<file path="src/design/qspi_pkg.sv">
package qspi_pkg;

    //--------------------------------------------------------------------------
    // lane and opcode encodings
    //--------------------------------------------------------------------------

    localparam int DQ_W    = 4;  // flash data lanes dq3..dq0
    localparam int DUMMY_W = 4;  // dummy clock count, also wide enough for 8 beats

    typedef enum logic [1:0] {
        lane_single = 2'd0,  // dq0 out, dq1 in
        lane_dual   = 2'd1,  // dq1..dq0
        lane_quad   = 2'd2   // dq3..dq0
    } lane_mode_e;

    typedef enum logic [1:0] {
        op_write = 2'd0,
        op_read  = 2'd1,
        op_dummy = 2'd2
    } op_e;

    //--------------------------------------------------------------------------
    // host side command and response
    //--------------------------------------------------------------------------

    typedef struct packed {
        op_e                op;
        lane_mode_e         mode;
        logic               last;        // raise chip select afterwards
        logic [7:0]         data;        // write byte
        logic [DUMMY_W-1:0] dummy_clks;  // beats for op_dummy
    } qspi_cmd_t;

    typedef struct packed {
        logic       done;  // one cycle
        logic [7:0] data;  // last read byte
    } qspi_rsp_t;

    // shift word, seen as a byte or as two nibbles
    // dual mode walks the byte view two bits at a time
    typedef union packed {
        logic [7:0]      plain;
        logic [1:0][3:0] quad;   // quad[1] goes out first
    } lane_word_u;

    // beats needed to move one byte in a given mode
    function automatic logic [DUMMY_W-1:0] lane_beats(lane_mode_e mode);
        case (mode)
            lane_dual: return DUMMY_W'(4);
            lane_quad: return DUMMY_W'(2);
            default:   return DUMMY_W'(8);
        endcase
    endfunction

endpackage

</file>
<file path="src/design/sclk_gen.sv">
module sclk_gen #(
    parameter int DIV_W = 13
) (
    input  logic             clk,
    input  logic             reset,
    input  logic             run_i,
    input  logic [DIV_W-1:0] div_rate_i,   // even, 4 or more
    output logic             sclk_o,
    output logic             fall_en_o,
    output logic             rise_en_o
);

    //--------------------------------------------------------------------------
    // period counter
    //--------------------------------------------------------------------------

    logic [DIV_W-1:0] cnt;    // position inside one serial period
    logic [DIV_W-1:0] half;   // cycles per sclk phase
    logic [DIV_W-1:0] last;   // final count of a period

    assign half = div_rate_i >> 1;
    assign last = div_rate_i - 1'b1;

    // parked at the period end while stopped, so the first
    // running cycle rolls over to zero and announces a fall
    always_ff @(posedge clk)
    begin
        if (reset || !run_i)
            cnt <= last;
        else if (cnt == last)
            cnt <= '0;               // wrap, next period
        else
            cnt <= cnt + 1'b1;
    end

    //--------------------------------------------------------------------------
    // edge enables
    //--------------------------------------------------------------------------

    // both enables lead the registered sclk by one cycle, they mark
    // the clk edge at which sclk_o changes
    // they look at the counter only, the controller may drop run
    // in the same cycle without a loop
    assign fall_en_o = (cnt == '0);    // low phase starts next
    assign rise_en_o = (cnt == half);  // high phase starts next

    //--------------------------------------------------------------------------
    // serial clock
    //--------------------------------------------------------------------------

    // low for counts 0 .. half-1 of a running period, high otherwise
    // stopping mid period brings the clock straight back high
    always_ff @(posedge clk)
    begin
        if (reset)
            sclk_o <= 1'b1;              // idle high
        else
            sclk_o <= !(run_i && (cnt < half));
    end

endmodule

</file>
<file path="src/design/xfer_ctrl.sv">
module xfer_ctrl import qspi_pkg::*; (
    input  logic       clk,
    input  logic       reset,
    input  logic       cmd_valid_i,
    input  qspi_cmd_t  cmd_i,
    input  logic       fall_en_i,
    input  logic       rise_en_i,
    output logic       run_o,      // to sclk_gen
    output logic       cs_n_o,
    output logic       busy_o,
    output logic       done_o,
    output logic       load_o,     // capture write byte
    output logic       shift_o,    // next tx group
    output logic       sample_o,   // take rx group
    output lane_mode_e mode_o,
    output logic       drive_o,    // lanes enabled
    output logic       read_o      // read in progress
);

    typedef enum logic [2:0] {
        st_idle,       // cs high
        st_select,     // wait for first falling edge
        st_dummy,
        st_write,
        st_read,
        st_hold,       // between commands, cs kept low
        st_deselect    // half period before cs rises
    } state_e;

    state_e             state;
    op_e                op_q;
    lane_mode_e         mode_q;
    logic               last_q;
    logic [DUMMY_W-1:0] beat_cnt;   // beats still to go
    logic               beating;    // sclk edges are counted
    logic               accept;
    logic               finish;

    //--------------------------------------------------------------------------
    // decode
    //--------------------------------------------------------------------------

    assign beating = (state == st_dummy) || (state == st_write) || (state == st_read);
    assign busy_o  = beating || (state == st_select);
    assign accept  = cmd_valid_i && !busy_o;   // strobes while busy are lost

    // last beat seen on its rising edge, or nothing to do at all
    assign finish = (beating && rise_en_i && (beat_cnt == DUMMY_W'(1)))
                 || ((state == st_select) && (beat_cnt == '0));

    always_comb
    begin
        case (state)
            st_select, st_dummy, st_write, st_read:
                run_o = 1'b1;
            st_deselect:
                run_o = !fall_en_i;  // stop before the next fall would happen
            default:
                run_o = 1'b0;
        endcase
    end

    assign load_o   = accept;
    assign shift_o  = (state == st_write) && fall_en_i;
    assign sample_o = (state == st_read) && rise_en_i;
    assign read_o   = (state == st_read);
    assign mode_o   = mode_q;

    // lanes stay driven through the done cycle, past the final rising edge
    assign drive_o = (state == st_write) || (done_o && (op_q == op_write));

    //--------------------------------------------------------------------------
    // command capture
    //--------------------------------------------------------------------------

    always_ff @(posedge clk)
    begin
        if (accept)
        begin
            op_q   <= cmd_i.op;
            mode_q <= cmd_i.mode;
            last_q <= cmd_i.last;
        end
    end

    //--------------------------------------------------------------------------
    // transfer FSM
    //--------------------------------------------------------------------------

    always_ff @(posedge clk)
    begin
        if (reset)
        begin
            state    <= st_idle;
            cs_n_o   <= 1'b1;
            done_o   <= 1'b0;
            beat_cnt <= '0;
        end
        else
        begin
            done_o <= finish;   // one clk after the last rise enable
            case (state)
                st_idle, st_hold, st_deselect:
                begin
                    if (accept)
                    begin
                        state  <= st_select;
                        cs_n_o <= 1'b0;
                        if (cmd_i.op == op_dummy)
                            beat_cnt <= cmd_i.dummy_clks;
                        else
                            beat_cnt <= lane_beats(cmd_i.mode);
                    end
                    else if ((state == st_deselect) && fall_en_i)
                    begin
                        state  <= st_idle;
                        cs_n_o <= 1'b1;   // half period after done
                    end
                end

                st_select:
                begin
                    if (finish)
                        state <= last_q ? st_deselect : st_hold;   // zero dummy clocks
                    else if (fall_en_i)
                    begin
                        case (op_q)
                            op_write: state <= st_write;
                            op_read:  state <= st_read;
                            default:  state <= st_dummy;
                        endcase
                    end
                end

                default:   // dummy, write, read
                begin
                    if (finish)
                        state <= last_q ? st_deselect : st_hold;
                    else if (rise_en_i)
                        beat_cnt <= beat_cnt - 1'b1;
                end
            endcase
        end
    end

endmodule

</file>
<file path="src/design/lane_shifter.sv">
module lane_shifter import qspi_pkg::*; (
    input  logic            clk,
    input  logic            reset,
    input  logic            load_i,
    input  logic            shift_i,
    input  logic            sample_i,
    input  lane_mode_e      mode_i,
    input  logic            drive_i,
    input  logic            read_i,
    input  logic [7:0]      data_i,
    input  logic [DQ_W-1:0] dq_i,
    output logic [DQ_W-1:0] dq_o,
    output logic [DQ_W-1:0] dq_oe_o,
    output logic [7:0]      rd_data_o
);

    lane_word_u tx_word;     // msb group on the pins
    lane_word_u rx_word;     // fills from the lsb side
    logic [7:0] rd_hold;     // last finished read
    logic       read_q;
    logic       read_fall;   // first cycle after a read

    //--------------------------------------------------------------------------
    // transmit
    //--------------------------------------------------------------------------

    always_ff @(posedge clk)
    begin
        if (load_i)
            tx_word.plain <= data_i;   // plain order, no interleave
        else if (shift_i)
        begin
            case (mode_i)
                lane_dual: tx_word.plain <= {tx_word.plain[5:0], 2'b00};
                lane_quad: tx_word.quad  <= {tx_word.quad[0], 4'b0000};
                default:   tx_word.plain <= {tx_word.plain[6:0], 1'b0};
            endcase
        end
    end

    // top group onto the low lanes, highest lane takes the highest bit
    // unused lanes are parked at zero and left disabled
    always_comb
    begin
        case (mode_i)
            lane_dual:
            begin
                dq_o    = {2'b00, tx_word.plain[7:6]};   // dq1 = bit 7
                dq_oe_o = {2'b00, {2{drive_i}}};
            end
            lane_quad:
            begin
                dq_o    = tx_word.quad[1];   // dq3 = bit 7
                dq_oe_o = {DQ_W{drive_i}};
            end
            default:
            begin
                dq_o    = {3'b000, tx_word.plain[7]};   // dq0 only
                dq_oe_o = {3'b000, drive_i};
            end
        endcase
    end

    //--------------------------------------------------------------------------
    // receive
    //--------------------------------------------------------------------------

    always_ff @(posedge clk)
    begin
        if (sample_i)
        begin
            case (mode_i)
                lane_dual: rx_word.plain <= {rx_word.plain[5:0], dq_i[1:0]};
                lane_quad: rx_word.quad  <= {rx_word.quad[0], dq_i};
                default:   rx_word.plain <= {rx_word.plain[6:0], dq_i[1]};   // single reads dq1
            endcase
        end
    end

    always_ff @(posedge clk)
    begin
        if (reset)
            read_q <= 1'b0;
        else
            read_q <= read_i;
    end

    assign read_fall = read_q && !read_i;

    always_ff @(posedge clk)
    begin
        if (read_fall)
            rd_hold <= rx_word.plain;
    end

    // the fresh word shows in the done cycle itself, the copy
    // holds it while the next read refills rx_word
    assign rd_data_o = read_fall ? rx_word.plain : rd_hold;

endmodule

</file>
<file path="src/design/qspi_byte_engine.sv">
module qspi_byte_engine import qspi_pkg::*; #(
    parameter int DIV_W = 13
) (
    input  logic             clk,
    input  logic             reset,

    // host
    input  logic             cmd_valid_i,
    input  qspi_cmd_t        cmd_i,
    input  logic [DIV_W-1:0] div_rate_i,
    output logic             busy_o,
    output qspi_rsp_t        rsp_o,

    // flash
    output logic             sclk_o,
    output logic             cs_n_o,
    output logic [DQ_W-1:0]  dq_o,
    output logic [DQ_W-1:0]  dq_oe_o,
    input  logic [DQ_W-1:0]  dq_i
);

    logic       run;
    logic       fall_en;
    logic       rise_en;
    logic       done;
    logic       load;
    logic       shift;
    logic       sample;
    lane_mode_e mode;
    logic       drive;
    logic       read;
    logic [7:0] rd_data;

    //--------------------------------------------------------------------------
    // serial clock
    //--------------------------------------------------------------------------

    sclk_gen #(
        .DIV_W (DIV_W)
    ) sclk_gen_inst (
        .clk        (clk),
        .reset      (reset),
        .run_i      (run),
        .div_rate_i (div_rate_i),
        .sclk_o     (sclk_o),
        .fall_en_o  (fall_en),
        .rise_en_o  (rise_en)
    );

    //--------------------------------------------------------------------------
    // sequencing and datapath
    //--------------------------------------------------------------------------

    xfer_ctrl xfer_ctrl_inst (
        .clk         (clk),
        .reset       (reset),
        .cmd_valid_i (cmd_valid_i),
        .cmd_i       (cmd_i),
        .fall_en_i   (fall_en),
        .rise_en_i   (rise_en),
        .run_o       (run),
        .cs_n_o      (cs_n_o),
        .busy_o      (busy_o),
        .done_o      (done),
        .load_o      (load),
        .shift_o     (shift),
        .sample_o    (sample),
        .mode_o      (mode),
        .drive_o     (drive),
        .read_o      (read)
    );

    lane_shifter lane_shifter_inst (
        .clk       (clk),
        .reset     (reset),
        .load_i    (load),
        .shift_i   (shift),
        .sample_i  (sample),
        .mode_i    (mode),
        .drive_i   (drive),
        .read_i    (read),
        .data_i    (cmd_i.data),   // taken on the accept cycle
        .dq_i      (dq_i),
        .dq_o      (dq_o),
        .dq_oe_o   (dq_oe_o),
        .rd_data_o (rd_data)
    );

    assign rsp_o = '{done: done, data: rd_data};

endmodule

</file>
<file path="config.mk">
export PLATFORM = sky130hd
export DESIGN_NAME = qspi_byte_engine
export DESIGN_NICKNAME = d
export VERILOG_FILES = /design/src/design/qspi_pkg.sv /design/src/design/sclk_gen.sv /design/src/design/xfer_ctrl.sv /design/src/design/lane_shifter.sv /design/src/design/qspi_byte_engine.sv
export SDC_FILE = /design/constraint.sdc
export NUM_CORES = 1
export LEC_CHECK = 0
export ABC_AREA = 1
export BUFFER_PORTS_ARGS = -buffer_cell sky130_fd_sc_hd__buf_2
export CORE_ASPECT_RATIO = 1.5
export CORE_MARGIN = 3
export CORE_UTILIZATION = 30
export CTS_CLUSTER_SIZE = 8
export DETAILED_ROUTE_END_ITERATION = 12
export GPL_TIMING_DRIVEN = 0
export PLACE_DENSITY = 0.53
export SLEW_MARGIN = 5
export SYNTH_ARGS = -nofsm -noshare
export SYNTH_HDL_FRONTEND = slang
export SYNTH_HIERARCHICAL = 1
export SYNTH_SLANG_ARGS = --single-unit
</file>
<file path="constraint.sdc">
create_clock -name clk -period 2.7 [get_ports clk]
set_input_delay 0.27 -clock clk [delete_from_list [all_inputs] [get_ports clk]]
set_output_delay 0.27 -clock clk [all_outputs]
set_load 0.01 [all_outputs]
</file>
==> results.yml <==
worst_hold_path:
  whs_path_depth: 1
  min_path_type: "in2reg"
  min-delay-start: "cmd_i[12]"
  worstHoldEndpoint: "xfer_ctrl_inst/last_q$_DFFE_PN_"
floorplanning:
  fp-row-count: 50
  coreArea_um2: 12600
  die_h_um: 145
  fp.dieW_um: 98.9
  die_area_um2: 14400
  initial_core_util_pct: 30.9
  ios: 57
global_route:
  overflow: 0
  antenna_found_initial: 0
  grt_max_degree: 18
  grt_pass1_wl_um: 17400
  track_usage_pct: 14.8
  grt_pass1_vias: 3742
synthesis:
  syn-cell-area_um2: 3880
  synth_edf_count: 21
  syn_area_per_cell_um2: 6.60
  synth_cells: 588
  yosysWarnings: 6
  synth_top_area_share_pct: 18.9
  synth_largest_area_cell: "nand2_1"
  ys_seq_area_share_pct: 32.7
  syn_nets: 647
  synthArstFlopShare_pct: 0
  synth.area.top_cells: "nand2_1 (19%), dfxtp_1 (17%), edfxtp_1 (16%)"
  synth-seq-cells: 53
  yosysUniqueCellTypes: 35
  synth_flop_cell: "dfxtp_1"
layout:
  fin_area_um2: 4510
  final_cells: 808
  multi_input_area_um2: 2230
  final_cell_mix: "nand2_1 (196), inv_1 (75), nand3_1 (68)"
  final_net_count: 710
  fillers: 1371
  seqCellArea_um2: 1270
  antenna_cells: 0
  drive_gt1_share_pct: 16.6
  final_common_cell: "nand2_1"
  area_growth_pct: 16.3
pwr:
  p_total_mw: 4.20
  power_density_nw_per_um2: 931
  p_leak_nw: 2.28
  vdd_ir_drop_max_uv: 389
outcome:
  status: "finished, final reports clean"
sta:
  hold_viol: 0
  tightestPinTransition_ps: 718
  fin_skew_ps: 9.85
  fin_ws_ps: 323
  min_period_ps: 2380
  setup_violations: 0
  fin_crit_sh_pct: 88.0
  max_freq_mhz: 421
  report.final.slew_viol_count: 0
  slew_headroom_pct: 51.9
  rsz0062_at_grt: "no"
detailed_routing:
  viasPerCell: 4.72
  wire_per_inst_um: 13.2
  dr.pass1.iters: 4
  wirelength_um: 10600
  num_vias: 3813
  drc: 0
  drt_iter0_drc: 123
  ant_nets: 0
cts:
  cts_tree: "built"
  path_clk_slew_ps: 80
  hold_buffers: 0
  worstSkewPairLatency_ps: 290
  cts_buffers: 5
  root_buffer: "clkbuf_16"
  cts.path.max_buffers: 2
  clkSinkCount: 53
  cts-htree-levels: 2
placed_design:
  place_inst: 800
  place_ws_ps: -54.8
  place_area_um2: 4360
  portBuffers: 56
  dp_hpwl_um: 8830
  gp_congestion: 0.894
worst_setup_path:
  rr_worst_depth: 7
  cp-startpoint: "sclk_gen_inst/cnt[2]$_DFF_P_"
  cpMaxStageDelayCell: "nor2_1"
  crit_chain: "ha_1 > nand2_1 > nor2_1 > nand4_1 > nor4_2 > inv_1 > nor2_1"
  reg2reg_to: "lane_shifter_inst/rx_word[3]$_DFFE_PP_"
  r2r-start: "sclk_gen_inst/cnt[2]$_DFF_P_"
  cpPeakStageDelay_ps: 590
  path_class: "reg2reg"
  crit_top_cell: "nor2_1"
  reg2reg_slack_ps: 320
  path_buf_inv: 1
  crit_family: "simple AND/OR/NAND/NOR gates"
  worstPathRequired_ps: 2630
  cp-end-kind: "flop"
  startpoint_type: "flop"
  crit_arrival_ps: 2310
  cp_max_fo: 8
run:
  max_cap_violations: 0
-- power breakdown --
part | switching, mW | internal (mW) | leakage, nW
Sequential | 0.225 | 1.15 | 0.465
Clock | 0.304 | 0.346 | 0.0738
Combinational | 1.38 | 0.795 | 1.74
Total | 1.91 | 2.30 | 2.28
-- flip-flops by register name, indices dropped and copies added (netlist names), 2 cells and up --
register	count
sclk_gen_inst/cnt	13
xfer_ctrl_inst/mode_o	2
lane_shifter_inst/tx_word	8
lane_shifter_inst/rx_word	8
lane_shifter_inst/rd_hold	8
xfer_ctrl_inst/state	3
xfer_ctrl_inst/beat_cnt	4
xfer_ctrl_inst/op_q	2
-- routing by layer --
| layer | part of all wire [%] | routed length (um) | GRT usage [%] |
|---|---|---|---|
| met5 | 0 | 0 | 0 |
| met4 | 0.89 | 95 | 4.03 |
| met3 | 3.4 | 364 | 2.21 |
| met2 | 54 | 5730 | 28.3 |
| met1 | 42 | 4440 | 16.7 |
-- per-stage QoR --
| stage | setup TNS, ps | hold WS, ps | utilization, % |
|---|---|---|---|
| 2_1_floorplan | 0 | 339 | - |
| 3_3_place_gp | 0 | 423 | 34.7 |
| 3_5_place_dp | -144 | 431 | 34.7 |
| 4_1_cts | 0 | 150 | 35.8 |
| 5_1_grt | 0 | 144 | 35.9 |
| 6_report | 0 | 160 | 35.9 |
-- kinds of logic (layout without fill, tap and decap cells) --
group,after synthesis,count (layout),synth area share [%]
XOR/XNOR,5,5,1.13
flip-flops,53,53,32.7
adder cells (fa/ha/maj),22,22,7.09
buffers and inverters,91,155,9.93
AND/OR/NAND/NOR,362,362,40.9
AO/OA/AOI/OAI,55,55,8.22
-- worst max-delay path by stage --
stage	end	slack (ps)	cells after the start
after floorplan	xfer_ctrl_inst/state[0]$_SDFFE_PP0P_	690	14
after global placement	sclk_gen_inst/cnt[11]$_DFF_P_	10	10
after detailed placement	sclk_gen_inst/cnt[11]$_DFF_P_	-50	10
after CTS	sclk_gen_inst/cnt[11]$_DFF_P_	110	10
after global routing	xfer_ctrl_inst/state[0]$_SDFFE_PP0P_	60	14
final	lane_shifter_inst/rx_word[3]$_DFFE_PP_	320	7
-- area by class of cell --
type	instances	area share [%]
clock inverter	3	0.499
buffer	12	1.97
timing repair buffer	56	6.21
tap	156	4.32
multi-input combinational	444	49.4
inverter	79	6.62
clock buffer	5	2.77
sequential	53	28.2
-- what timing repair did --
action | in CTS | in global routing
buffers inserted | 0 | 0
setup endpoints to repair | 9 | 20
gates cloned | 0 | 0
gates resized for setup | 1 | 3
-- Yosys cell counts (all sizes together) (2+ instances only) --
| master | number |
|---|---|
| buf | 10 |
| o21ai | 23 |
| a21oi | 20 |
| nor2 | 64 |
| xor2 | 2 |
| edfxtp | 21 |
| or2 | 6 |
| xnor2 | 3 |
| dfxtp | 32 |
| nand3b | 3 |
| nand2 | 203 |
| ha | 22 |
| nand3 | 72 |
| clkbuf | 2 |
| inv | 79 |
| o211ai | 9 |
| nor3 | 3 |
| nand4 | 10 |
(Power assumes the default switching activity.)
